**config.mk**
```make
export PLATFORM = sky130hd
export DESIGN_NAME = controlUnit
export DESIGN_NICKNAME = d
export VERILOG_FILES = /design/src/source/ctrlPkg.sv /design/src/source/isaPkg.sv /design/src/source/controlSequencer.sv /design/src/source/controlSignalGen.sv /design/src/source/controlUnit.sv /design/src/source/instrDecoder.sv
export SDC_FILE = /design/constraint.sdc
export NUM_CORES = 1
export LEC_CHECK = 0
export ABC_CLOCK_PERIOD_IN_PS = 2400
export BUFFER_PORTS_ARGS = -buffer_cell sky130_fd_sc_hd__buf_2
export CAP_MARGIN = 20
export CORE_MARGIN = 2
export CORE_UTILIZATION = 50
export DETAILED_ROUTE_END_ITERATION = 6
export PLACE_DENSITY_LB_ADDON = 0.25
export RECOVER_POWER = 25
export SYNTH_ARGS = -nofsm -noshare
export SYNTH_HDL_FRONTEND = slang
export SYNTH_HIERARCHICAL = 1
export SYNTH_SLANG_ARGS = --single-unit
export TNS_END_PERCENT = 100
```
**constraint.sdc**
```tcl
create_clock -name clk -period 2.4 [get_ports clk]
set_input_delay 0 -clock clk [delete_from_list [all_inputs] [get_ports clk]]
set_output_delay 0 -clock clk [all_outputs]
set_load 0.05 [all_outputs]
```
**src/source/ctrlPkg.sv**
```systemverilog
`default_nettype none

package ctrlPkg;

	typedef enum logic [5:0] {
		fetchStart,
		fetchIncr,
		decode,
		calcOffset,
		addReg,
		subReg,
		andReg,
		sltReg,
		sltiImm,
		writeAlu,
		memRead,
		memWait,
		memWrite,
		loadWrite,
		luiWrite,
		branchEq,
		branchNe,
		branchLt,
		branchGe,
		branchWait,
		jumpLink,
		jumpTarget,
		jalrLoadReg,
		jalrCalc,
		illegalTrap,
		overflowTrap,
		trapEnd,
		halted
	} stateT;

	typedef enum logic [2:0] {
		aluPass = 3'b000,
		aluAdd  = 3'b001,
		aluSub  = 3'b010,
		aluAnd  = 3'b011
	} aluFunctT;

	typedef enum logic [1:0] {
		pcAlu       = 2'b00,
		pcAluOut    = 2'b01,
		pcExcVector = 2'b10
	} pcSrcT;

	typedef enum logic [1:0] {
		srcBReg       = 2'b00,
		srcBFour      = 2'b01,
		srcBImm       = 2'b10,
		srcBBranchImm = 2'b11
	} aluSrcBT;

	typedef enum logic [2:0] {
		wbAluOut   = 3'b000,
		wbMdr      = 3'b001,
		wbLui      = 3'b010,
		wbPc       = 3'b011,
		wbLessThan = 3'b101 // 3'b100 left unused
	} memToRegT;

	typedef enum logic [1:0] {
		brEq = 2'b00,
		brNe = 2'b01,
		brGe = 2'b10,
		brLt = 2'b11
	} branchOpT;

	typedef enum logic [1:0] {
		excNone     = 2'b00,
		excIllegal  = 2'b01,
		excOverflow = 2'b10
	} excSrcT;

endpackage

`default_nettype wire

```
**src/source/isaPkg.sv**
```systemverilog
`default_nettype none

package isaPkg;

	parameter int instrWidth = 32;

	// major opcodes, instruction bits [6:0]
	typedef enum logic [6:0] {
		opRegType  = 7'b0110011,
		opStore    = 7'b0100011,
		opBranch   = 7'b1100111, // jalr, bne, blt, bge
		opBranchEq = 7'b1100011,
		opImm      = 7'b0010011,
		opLoad     = 7'b0000011,
		opLui      = 7'b0110111,
		opSystem   = 7'b1110011,
		opJal      = 7'b1101111
	} opcodeT;

	parameter logic [6:0] funct7Add = 7'b0000000;
	parameter logic [6:0] funct7Sub = 7'b0100000;

	parameter logic [2:0] funct3Add  = 3'b000; // also addi
	parameter logic [2:0] funct3Slt  = 3'b010; // also slti
	parameter logic [2:0] funct3And  = 3'b111;
	parameter logic [2:0] funct3Jalr = 3'b000;
	parameter logic [2:0] funct3Bne  = 3'b001;
	parameter logic [2:0] funct3Blt  = 3'b100;
	parameter logic [2:0] funct3Bge  = 3'b101;

	parameter logic [4:0] regZero = 5'd0;

	typedef enum logic [4:0] {
		clsAdd,
		clsSub,
		clsAnd,
		clsSlt,
		clsAddi,
		clsSlti,
		clsNop,
		clsLoad,
		clsStore,
		clsLui,
		clsBeq,
		clsBne,
		clsBlt,
		clsBge,
		clsJal,
		clsJalr,
		clsBreak,
		clsIllegal
	} opClassT;

endpackage

`default_nettype wire

```
**src/source/controlSequencer.sv**
```systemverilog
`timescale 1ns/1ps
`default_nettype none

module controlSequencer (
	input logic clk,
	input logic Reset,
	input logic Overflow,
	input isaPkg::opClassT opClass,
	output ctrlPkg::stateT state
);

	ctrlPkg::stateT nextState;
	ctrlPkg::stateT routedState;
	logic overflowChecked;

	always_ff @(posedge clk or posedge Reset) begin
		if (Reset) begin
			state <= ctrlPkg::fetchStart;
		end else begin
			state <= nextState;
		end
	end

	// states whose ALU result can overflow
	always_comb begin
		case (state)
			ctrlPkg::fetchIncr,
			ctrlPkg::calcOffset,
			ctrlPkg::addReg,
			ctrlPkg::subReg,
			ctrlPkg::andReg,
			ctrlPkg::sltReg,
			ctrlPkg::sltiImm,
			ctrlPkg::branchEq,
			ctrlPkg::branchNe,
			ctrlPkg::branchLt,
			ctrlPkg::branchGe,
			ctrlPkg::jalrCalc: overflowChecked = 1'b1;
			default: overflowChecked = 1'b0;
		endcase
	end

	always_comb begin
		routedState = ctrlPkg::fetchStart;
		case (state)
			ctrlPkg::fetchStart: routedState = ctrlPkg::fetchIncr;
			ctrlPkg::fetchIncr: routedState = ctrlPkg::decode;
			ctrlPkg::decode: begin
				case (opClass)
					isaPkg::clsAdd: routedState = ctrlPkg::addReg;
					isaPkg::clsSub: routedState = ctrlPkg::subReg;
					isaPkg::clsAnd: routedState = ctrlPkg::andReg;
					isaPkg::clsSlt: routedState = ctrlPkg::sltReg;
					isaPkg::clsSlti: routedState = ctrlPkg::sltiImm;
					isaPkg::clsAddi,
					isaPkg::clsLoad,
					isaPkg::clsStore: routedState = ctrlPkg::calcOffset;
					isaPkg::clsLui: routedState = ctrlPkg::luiWrite;
					isaPkg::clsBeq: routedState = ctrlPkg::branchEq;
					isaPkg::clsBne: routedState = ctrlPkg::branchNe;
					isaPkg::clsBlt: routedState = ctrlPkg::branchLt;
					isaPkg::clsBge: routedState = ctrlPkg::branchGe;
					isaPkg::clsJal,
					isaPkg::clsJalr: routedState = ctrlPkg::jumpLink;
					isaPkg::clsNop: routedState = ctrlPkg::fetchStart;
					isaPkg::clsBreak: routedState = ctrlPkg::halted;
					default: routedState = ctrlPkg::illegalTrap;
				endcase
			end
			ctrlPkg::calcOffset: begin
				case (opClass)
					isaPkg::clsAddi: routedState = ctrlPkg::writeAlu;
					isaPkg::clsLoad,
					isaPkg::clsStore: routedState = ctrlPkg::memRead;
					default: routedState = ctrlPkg::illegalTrap;
				endcase
			end
			ctrlPkg::addReg,
			ctrlPkg::subReg,
			ctrlPkg::andReg: routedState = ctrlPkg::writeAlu;
			ctrlPkg::memRead: routedState = ctrlPkg::memWait;
			ctrlPkg::memWait: begin
				case (opClass)
					isaPkg::clsLoad: routedState = ctrlPkg::loadWrite;
					isaPkg::clsStore: routedState = ctrlPkg::memWrite;
					default: routedState = ctrlPkg::illegalTrap;
				endcase
			end
			ctrlPkg::branchEq,
			ctrlPkg::branchNe,
			ctrlPkg::branchLt,
			ctrlPkg::branchGe: routedState = ctrlPkg::branchWait;
			ctrlPkg::jumpLink: begin
				if (opClass == isaPkg::clsJalr) begin
					routedState = ctrlPkg::jalrLoadReg;
				end else begin
					routedState = ctrlPkg::jumpTarget;
				end
			end
			ctrlPkg::jalrLoadReg: routedState = ctrlPkg::jalrCalc;
			ctrlPkg::jalrCalc: routedState = ctrlPkg::jumpTarget;
			ctrlPkg::jumpTarget: routedState = ctrlPkg::branchWait;
			ctrlPkg::illegalTrap,
			ctrlPkg::overflowTrap: routedState = ctrlPkg::trapEnd;
			ctrlPkg::halted: routedState = ctrlPkg::halted; // only reset leaves
			default: routedState = ctrlPkg::fetchStart;
		endcase
	end

	assign nextState = (overflowChecked && Overflow) ? ctrlPkg::overflowTrap : routedState;

endmodule

`default_nettype wire

```
**src/source/controlSignalGen.sv**
```systemverilog
`timescale 1ns/1ps
`default_nettype none

module controlSignalGen (
	input ctrlPkg::stateT state,
	output ctrlPkg::pcSrcT PCSrc,
	output ctrlPkg::aluFunctT ALUFunct,
	output logic ALUSrcA,
	output ctrlPkg::aluSrcBT ALUSrcB,
	output ctrlPkg::memToRegT MemToReg,
	output ctrlPkg::branchOpT BranchOp,
	output ctrlPkg::excSrcT SrcExc,
	output logic PCWrite,
	output logic PCWriteCond,
	output logic LoadRegA,
	output logic LoadRegB,
	output logic LoadALUOut,
	output logic WriteReg,
	output logic LoadIR,
	output logic DMemWrite,
	output logic LoadMDR,
	output logic LoadExc
);

	always_comb begin
		PCSrc = ctrlPkg::pcAlu;
		ALUFunct = ctrlPkg::aluPass;
		ALUSrcA = 1'b0; // pc
		ALUSrcB = ctrlPkg::srcBReg;
		MemToReg = ctrlPkg::wbAluOut;
		BranchOp = ctrlPkg::brEq;
		SrcExc = ctrlPkg::excNone;
		PCWrite = 1'b0;
		PCWriteCond = 1'b0;
		LoadRegA = 1'b0;
		LoadRegB = 1'b0;
		LoadALUOut = 1'b0;
		WriteReg = 1'b0;
		LoadIR = 1'b0;
		DMemWrite = 1'b0;
		LoadMDR = 1'b0;
		LoadExc = 1'b0;
		case (state)
			ctrlPkg::fetchStart: LoadIR = 1'b1;
			ctrlPkg::fetchIncr: begin
				ALUFunct = ctrlPkg::aluAdd; // pc + 4
				ALUSrcB = ctrlPkg::srcBFour;
				PCWrite = 1'b1;
			end
			ctrlPkg::decode: begin
				LoadRegA = 1'b1;
				LoadRegB = 1'b1;
				ALUFunct = ctrlPkg::aluAdd; // branch target ahead of time
				ALUSrcB = ctrlPkg::srcBBranchImm;
				LoadALUOut = 1'b1;
			end
			ctrlPkg::calcOffset,
			ctrlPkg::jalrCalc: begin
				ALUFunct = ctrlPkg::aluAdd;
				ALUSrcA = 1'b1;
				ALUSrcB = ctrlPkg::srcBImm;
				LoadALUOut = 1'b1;
			end
			ctrlPkg::addReg,
			ctrlPkg::subReg,
			ctrlPkg::andReg: begin
				ALUFunct = (state == ctrlPkg::subReg) ? ctrlPkg::aluSub :
					(state == ctrlPkg::andReg) ? ctrlPkg::aluAnd : ctrlPkg::aluAdd;
				ALUSrcA = 1'b1;
				LoadALUOut = 1'b1;
			end
			ctrlPkg::sltReg,
			ctrlPkg::sltiImm: begin
				ALUFunct = ctrlPkg::aluSub; // sign of a - b
				ALUSrcA = 1'b1;
				ALUSrcB = (state == ctrlPkg::sltiImm) ? ctrlPkg::srcBImm : ctrlPkg::srcBReg;
				MemToReg = ctrlPkg::wbLessThan;
				WriteReg = 1'b1;
			end
			ctrlPkg::writeAlu: WriteReg = 1'b1;
			ctrlPkg::memWait: LoadMDR = 1'b1; // read data valid one cycle after address
			ctrlPkg::memWrite: DMemWrite = 1'b1;
			ctrlPkg::loadWrite: begin
				MemToReg = ctrlPkg::wbMdr;
				WriteReg = 1'b1;
			end
			ctrlPkg::luiWrite: begin
				MemToReg = ctrlPkg::wbLui;
				WriteReg = 1'b1;
			end
			ctrlPkg::branchEq,
			ctrlPkg::branchNe,
			ctrlPkg::branchLt,
			ctrlPkg::branchGe: begin
				ALUFunct = ctrlPkg::aluSub;
				ALUSrcA = 1'b1;
				PCSrc = ctrlPkg::pcAluOut; // target from decode
				PCWriteCond = 1'b1;
				case (state)
					ctrlPkg::branchNe: BranchOp = ctrlPkg::brNe;
					ctrlPkg::branchLt: BranchOp = ctrlPkg::brLt;
					ctrlPkg::branchGe: BranchOp = ctrlPkg::brGe;
					default: BranchOp = ctrlPkg::brEq;
				endcase
			end
			ctrlPkg::jumpLink: begin
				MemToReg = ctrlPkg::wbPc; // return address
				WriteReg = 1'b1;
			end
			ctrlPkg::jumpTarget: begin
				PCSrc = ctrlPkg::pcAluOut;
				PCWrite = 1'b1;
			end
			ctrlPkg::jalrLoadReg: LoadRegA = 1'b1;
			ctrlPkg::illegalTrap,
			ctrlPkg::overflowTrap: begin
				ALUFunct = ctrlPkg::aluSub; // back to the faulting pc
				ALUSrcB = ctrlPkg::srcBFour;
				LoadExc = 1'b1;
				SrcExc = (state == ctrlPkg::overflowTrap) ? ctrlPkg::excOverflow :
					ctrlPkg::excIllegal;
			end
			ctrlPkg::trapEnd: begin
				PCSrc = ctrlPkg::pcExcVector;
				PCWrite = 1'b1;
			end
			default: begin
			end
		endcase
	end

endmodule

`default_nettype wire

```
**src/source/controlUnit.sv**
```systemverilog
`timescale 1ns/1ps
`default_nettype none

module controlUnit (
	input logic clk,
	input logic Reset,
	input logic Overflow,
	input logic [isaPkg::instrWidth-1:0] instruction,
	output ctrlPkg::stateT state,
	output ctrlPkg::pcSrcT PCSrc,
	output ctrlPkg::aluFunctT ALUFunct,
	output logic ALUSrcA,
	output ctrlPkg::aluSrcBT ALUSrcB,
	output ctrlPkg::memToRegT MemToReg,
	output ctrlPkg::branchOpT BranchOp,
	output ctrlPkg::excSrcT SrcExc,
	output logic PCWrite,
	output logic PCWriteCond,
	output logic LoadRegA,
	output logic LoadRegB,
	output logic LoadALUOut,
	output logic WriteReg,
	output logic LoadIR,
	output logic DMemWrite,
	output logic LoadMDR,
	output logic LoadExc
);

	isaPkg::opClassT opClass;

	instrDecoder i_instrDecoder (
		.instruction(instruction),
		.opClass(opClass)
	);

	controlSequencer i_controlSequencer (
		.clk(clk),
		.Reset(Reset),
		.Overflow(Overflow),
		.opClass(opClass),
		.state(state)
	);

	controlSignalGen i_controlSignalGen (
		.state(state),
		.PCSrc(PCSrc),
		.ALUFunct(ALUFunct),
		.ALUSrcA(ALUSrcA),
		.ALUSrcB(ALUSrcB),
		.MemToReg(MemToReg),
		.BranchOp(BranchOp),
		.SrcExc(SrcExc),
		.PCWrite(PCWrite),
		.PCWriteCond(PCWriteCond),
		.LoadRegA(LoadRegA),
		.LoadRegB(LoadRegB),
		.LoadALUOut(LoadALUOut),
		.WriteReg(WriteReg),
		.LoadIR(LoadIR),
		.DMemWrite(DMemWrite),
		.LoadMDR(LoadMDR),
		.LoadExc(LoadExc)
	);

endmodule

`default_nettype wire

```
**src/source/instrDecoder.sv**
```systemverilog
`timescale 1ns/1ps
`default_nettype none

module instrDecoder (
	input logic [isaPkg::instrWidth-1:0] instruction,
	output isaPkg::opClassT opClass
);

	isaPkg::opcodeT opcode;
	logic [2:0] funct3;
	logic [6:0] funct7;
	logic [4:0] rd;

	assign opcode = isaPkg::opcodeT'(instruction[6:0]);
	assign funct3 = instruction[14:12];
	assign funct7 = instruction[31:25];
	assign rd = instruction[11:7];

	always_comb begin
		opClass = isaPkg::clsIllegal;
		case (opcode)
			isaPkg::opRegType: begin
				if (funct7 == isaPkg::funct7Sub && funct3 == isaPkg::funct3Add) begin
					opClass = isaPkg::clsSub;
				end else if (funct7 == isaPkg::funct7Add) begin
					case (funct3)
						isaPkg::funct3Add: opClass = isaPkg::clsAdd;
						isaPkg::funct3And: opClass = isaPkg::clsAnd;
						isaPkg::funct3Slt: opClass = isaPkg::clsSlt;
						default: opClass = isaPkg::clsIllegal;
					endcase
				end
			end
			isaPkg::opImm: begin
				if (rd == isaPkg::regZero) begin
					opClass = isaPkg::clsNop; // any write to x0 is dropped
				end else begin
					case (funct3)
						isaPkg::funct3Add: opClass = isaPkg::clsAddi;
						isaPkg::funct3Slt: opClass = isaPkg::clsSlti;
						default: opClass = isaPkg::clsIllegal; // shifts included
					endcase
				end
			end
			isaPkg::opBranch: begin
				case (funct3)
					isaPkg::funct3Jalr: opClass = isaPkg::clsJalr;
					isaPkg::funct3Bne: opClass = isaPkg::clsBne;
					isaPkg::funct3Blt: opClass = isaPkg::clsBlt;
					isaPkg::funct3Bge: opClass = isaPkg::clsBge;
					default: opClass = isaPkg::clsIllegal;
				endcase
			end
			isaPkg::opBranchEq: opClass = isaPkg::clsBeq;
			isaPkg::opLoad: opClass = isaPkg::clsLoad;
			isaPkg::opStore: opClass = isaPkg::clsStore;
			isaPkg::opLui: opClass = isaPkg::clsLui;
			isaPkg::opJal: opClass = isaPkg::clsJal;
			isaPkg::opSystem: opClass = isaPkg::clsBreak;
			default: opClass = isaPkg::clsIllegal;
		endcase
	end

endmodule

`default_nettype wire

```
; ---- Word-level counts from Yosys, hierarchy flattened
; Memory sizes are Yosys's and may differ from the RTL's.
; Index checks and enable logic that the tools add are counted.
[word_totals]
register_bits = 6
rom_bits = 192
output_inout_bits = 31
n_memories = 2
[classes]
n_eq_ne = 45
n_mux = 35
reduce_logical = 21
[mem_list]
columns = memory, words, word_bits, read_ports, rd_ports_with_merged_regs, wr, line
row1 = (name not given), 32, 5, 1, 0, 0, controlSequencer.sv:49  ; case (opClass)
row2 = (name not given), 32, 1, 1, 0, 0, controlSequencer.sv:26  ; case (state)
[op_table]
columns = op, count
row1 = $pmux W6 S13, 1
row2 = $eq A6 B5 Y1 const B, 11
row3 = $eq A6 B4 Y1 const B, 8
row4 = $pmux W5 S9, 1
row5 = $pmux W5 S2, 3
row6 = $eq A7 B6 Y1 const B, 4
row7 = $eq A7 B7 Y1 const B, 4
row8 = $eq A6 B3 Y1 const B, 4
row9 = $pmux W5 S4, 1
row10 = $mux W5, 3
row11 = $pmux W5 S3, 1
row12 = $eq A6 B2 Y1 const B, 2
row13 = $mux W1, 12
row14 = $mux W2, 6
row15 = $pmux W3 S4, 1
row16 = $reduce_or A6 Y1, 2
row17 = $reduce_or A11 Y1, 1
row18 = $eq A5 B3 Y1 const B, 2
row19 = $eq A5 B4 Y1 const B, 2
row20 = $reduce_or A2 Y1, 5
row21 = $eq A3 B3 Y1 const B, 3
row22 = $pmux W3 S3, 1
row23 = $reduce_or A3 Y1, 3
row24 = $pmux W2 S4, 1
row25 = other kinds (17), 19

; ---- Logic depth before layout (Yosys ltp)
[depth]
ltp_word = 10
depth_mapped = 12

; ---- By module
; The synthesis kept the hierarchy.
[by_module_without_submodules]
columns = mod, n_inst, cells_per_inst, area_per_inst_um2, seq_area_each_um2
row1 = controlSequencer, 1, 123, 859.6, 125.1
row2 = controlSignalGen, 1, 99, 584.3, 0.0
row3 = instrDecoder, 1, 61, 416.6, 0.0

; ---- Least setup slack after synthesis
; No wires, ideal clock.
[synth_timing]
path_type = register to output
start = register i_controlSequencer.state[3]
end = output LoadMDR
arrival_time_ps = 2906
required_ps = 2400
path_slack_ps = -506
stages_incl_launch_ff = 5
path_buffers = 3
path_cell_list = dfrtp_1 buf_2 buf_2 buf_2 nor4b_1
[synth_via]
elab_chain_cells = 2
[synth_rtl]
columns = item, line
row1 = "start, declared", controlSequencer.sv:9  ; output ctrlPkg::stateT state
row2 = "start signal, assigned", controlSequencer.sv:18  ; state <= ctrlPkg::fetchStart;
row3 = "start signal, assigned", controlSequencer.sv:20  ; state <= nextState;
row4 = $eq A6 B4 Y1, controlSignalGen.sv:43  ; case (state)
row5 = $mux W1, controlSignalGen.sv:43
row6 = "end, declared", controlUnit.sv:25  ; output logic LoadMDR,
; No other way between the ends.

; ---- Final worst setup path
[layout_timing]
start = input instruction[26] (netlist name)
end = register i_controlSequencer.state[0]
[layout_via]
elab_chain_cells = 9
elab_cells_between_ends = 17
[layout_rtl]
columns = item, line
row1 = "start, declared", controlUnit.sv:8  ; input logic [isaPkg::instrWidth-1:0] instruction,
row2 = $logic_not A7 Y1 / $eq A7 B6 Y1 (equally long branches), "instrDecoder.sv:25, instrDecoder.sv:23"
row3 = $mux W5 / $logic_and A1 B1 Y1 (equally long branches), "instrDecoder.sv:25, instrDecoder.sv:23"
row4 = $mux W5 (*), instrDecoder.sv:23  ; if (funct7 == isaPkg::funct7Sub && funct3 == isaPkg::funct3Add) begin
row5 = $pmux W5 S9 (*), instrDecoder.sv:21  ; case (opcode)
row6 = via opClass[0], controlUnit.sv:29  ; isaPkg::opClassT opClass;
row7 = branches (longest 3 deep; another with $mem_v2 Z32 W5), -
row8 = $pmux W6 S13 (*), controlSequencer.sv:45  ; case (state)
row9 = $mux W6 (*), controlSequencer.sv:110  ; assign nextState = (overflowChecked && Overflow) ? ctrlPkg::overflowTrap : routedState;
row10 = via i_controlSequencer.nextState[0], controlSequencer.sv:12  ; ctrlPkg::stateT nextState;
; Mark *: on every way through the listed nets, which the timed path passes.

==> qor.yml <==
outcome: "finished, violations left"
violations: "setup timing"
syn_nets: 321
path_max_fanout: 3
drt_pre_antenna_iters: 5
clock_latency_ps: 220
fin_hold_ws_ps: 169
fin_cells: 391
startpoint: "instruction[26]"
antenna_cells: 0
crit_required_ps: 2540
regMostFlops: "i_controlSequencer/state"
start_kind: "primary input"
critPathCaptureType: "flop"
finalPower_mw: 2.22
hold_depth: 3
drc_errors: 0
reg2reg_depth: 6
die_x_um: 65
gp_congestion: 0.915
dieArea_mm2: 0.00423
root_buffer: "clkbuf_8"
synth_seq_cells: 5
finalCritPeriodShare: 1.03
path_clk_slew_ps: 40
synth-main-ff-cell: "dfrtp_1"
nNetsFinal: 382
syn_area_mm2: 0.00186
utilization: 0.663
yosysTopAreaCell: "dfrtp_1"
port-buffer-count: 53
drt_iter0_markers: 149
ys_types: 73
slew_violations: 0
finalClockSkew_ps: 0.550
maxCapViolations: 0
htreeDepth: 1
rows: 22
hold_viol_final: 0
antenna_found_initial: 0
synth_top_area_share: 0.0672
grt_pass1_vias: 2068
critPathKind: "primary input to flop"
wire_per_inst_um: 14.0
ioPinCount: 66
syn_to_final_growth_pct: 28.5
grt_pass1_wl_um: 9140
synthCells: 283
synth_most_common_cell: "a21oi_1"
routed_wl_um: 5480
fill_cells: 336
synth.top_cells.by_area: "dfrtp_1 6.7%, a21oi_1 5.1%, buf_2 4.8%, nor3_1 4.3%, nor2_1 3.6%"
dp_cells: 378
r2r_end: "i_controlSequencer/state[1]$_DFF_PP0_"
power_density_mw_per_mm2: 927
rsz0062_at_grt: "true"
dpl_cell_area_mm2: 0.00223
vias: 2388
detailed_place_hpwl_um: 3910
ir_drop_mv: 0.371
fin_area_mm2: 0.00239
async_reset_ff_frac: 1.00
clk_path_buf_depth: 2
fp.dieH_um: 65
fmaxAchievable_mhz: 405
setup_viol: 2
grt_start_max_net_pins: 27
synth-edff-count: 0
synth.yosys.seq_area_share: 0.0672
hold_path_class: "primary input to flop"
fin_crit_ps: 2470
cts_buffers: 3
initial_utilization: 0.516
ant_nets: 0
arrival_ps: 2610
grt_util_all_layers: 0.257
drive_gt1_frac: 0.329
via_per_inst: 6.11
cts_tree: "done"
clock_sinks: 5
avgSynthCellArea_um2: 6.57
yosysWarnings: 6
max_slew_margin: 0.608
power.leakage_nw: 1.06
worst_pin_slew_ps: 590
largest_reg_flops: 5
dp_worst_setup_slack_ps: -291
tns_ps: -138
setup_ws_ps: -71.5
reg.largest.list: "i_controlSequencer/state (5)"
reg2reg_slack_ps: 460
synth_common_cells: "19 x a21oi_1, 18 x buf_2, 18 x nor2_1"
r2r_start: "i_controlSequencer/state[0]$_DFF_PP0_"
crit_end: "i_controlSequencer/state[0]$_DFF_PP0_"
overflow: 0
core_mm2: 0.00361
==> kinds of logic after synthesis <==
group                    after synthesis  share of synthesized area
AO/OA/AOI/OAI                         90                      0.333
XOR/XNOR                               3                     0.0141
adder cells (fa/ha/maj)                3                     0.0202
buffers and inverters                 46                      0.120
flip-flops                             5                     0.0672
multiplexers                           2                     0.0108
other                                  2                    0.00404
AND/OR/NAND/NOR                      132                      0.430
==> final cells by class <==
class | instances | area [um^2] | area share
Inverter | 18 | 67.6 | 0.0283
Multi-Input combinational cell | 232 | 1590 | 0.665
Tap cell | 48 | 60.1 | 0.0251
Sequential cell | 5 | 125 | 0.0523
Clock buffer | 4 | 45.0 | 0.0188
Timing Repair Buffer | 84 | 504 | 0.211
==> worst min-delay path by stage <==
| stage | from | endpoint | slack, ps |
|---|---|---|---|
| 2_1_floorplan | Reset | i_controlSequencer/state[0]$_DFF_PP0_ | -220 |
| 3_3_place_gp | Reset | i_controlSequencer/state[2]$_DFF_PP0_ | -100 |
| 3_5_place_dp | Reset | i_controlSequencer/state[2]$_DFF_PP0_ | -100 |
| 4_1_cts | Overflow | i_controlSequencer/state[0]$_DFF_PP0_ | 150 |
| 5_1_grt | Overflow | i_controlSequencer/state[0]$_DFF_PP0_ | 200 |
| 6_report | Overflow | i_controlSequencer/state[0]$_DFF_PP0_ | 170 |
==> per-layer routing <==
metal / wire length (um) / share of wire / global-route usage / vias to the layer above
met5: 0 / 0 / 0 / -
met2: 2530 / 0.46 / 0.442 / 115
met3: 357 / 0.065 / 0.0174 / 10
li1: - / - / - / 1190
met1: 2530 / 0.46 / 0.352 / 1073
met4: 53 / 0.0097 / 0.0559 / 0
==> repair_timing <==
action | CTS | global route
gates resized for setup | 3 | 7
hold endpoints to repair | 5 | 0
hold buffers | 1 | 0
pin swaps | 4 | 6
setup buffers | 9 | 0
endpoints found under the setup margin | 1 | 5
==> cell usage in the layout (no fill, tap or decap), drive strengths merged, types with 3 or more instances in the layout <==
master / instances
o22ai: 6
a31oi: 9
inv: 18
nand4: 4
a21oi: 19
nor4: 8
dfrtp: 5
a32oi: 3
o21ai: 15
nor3: 16
or2b: 3
nand3b: 3
nand3: 11
nand4bb: 3
nor2b: 9
and3: 3
clkbuf: 6
and4b: 3
nand2b: 11
or4: 6
o32ai: 3
o211ai: 7
nand2: 18
buf: 81
o21a: 3
a2bb2oi: 3
or3: 6
nor2: 18
ha: 3
==> power breakdown <==
part	total, mW	internal [mW]	switching, mW
Sequential	0.173	0.121	0.0522
Clock	0.152	0.114	0.0386
Combinational	1.89	0.599	1.29
Total	2.22	0.833	1.38
==> critical path, cell delays in order <==
cell and delay (ps):
buf_6 90, or4_4 530, or4_4 430, o21ai_2 120
nand4_1 130, inv_1 110, ha_2 190, or2b_1 240
or4_4 420, a21oi_2 130, a21oi_1 50, o211ai_2 160
Note: power is estimated with default switching activity, not from simulation.
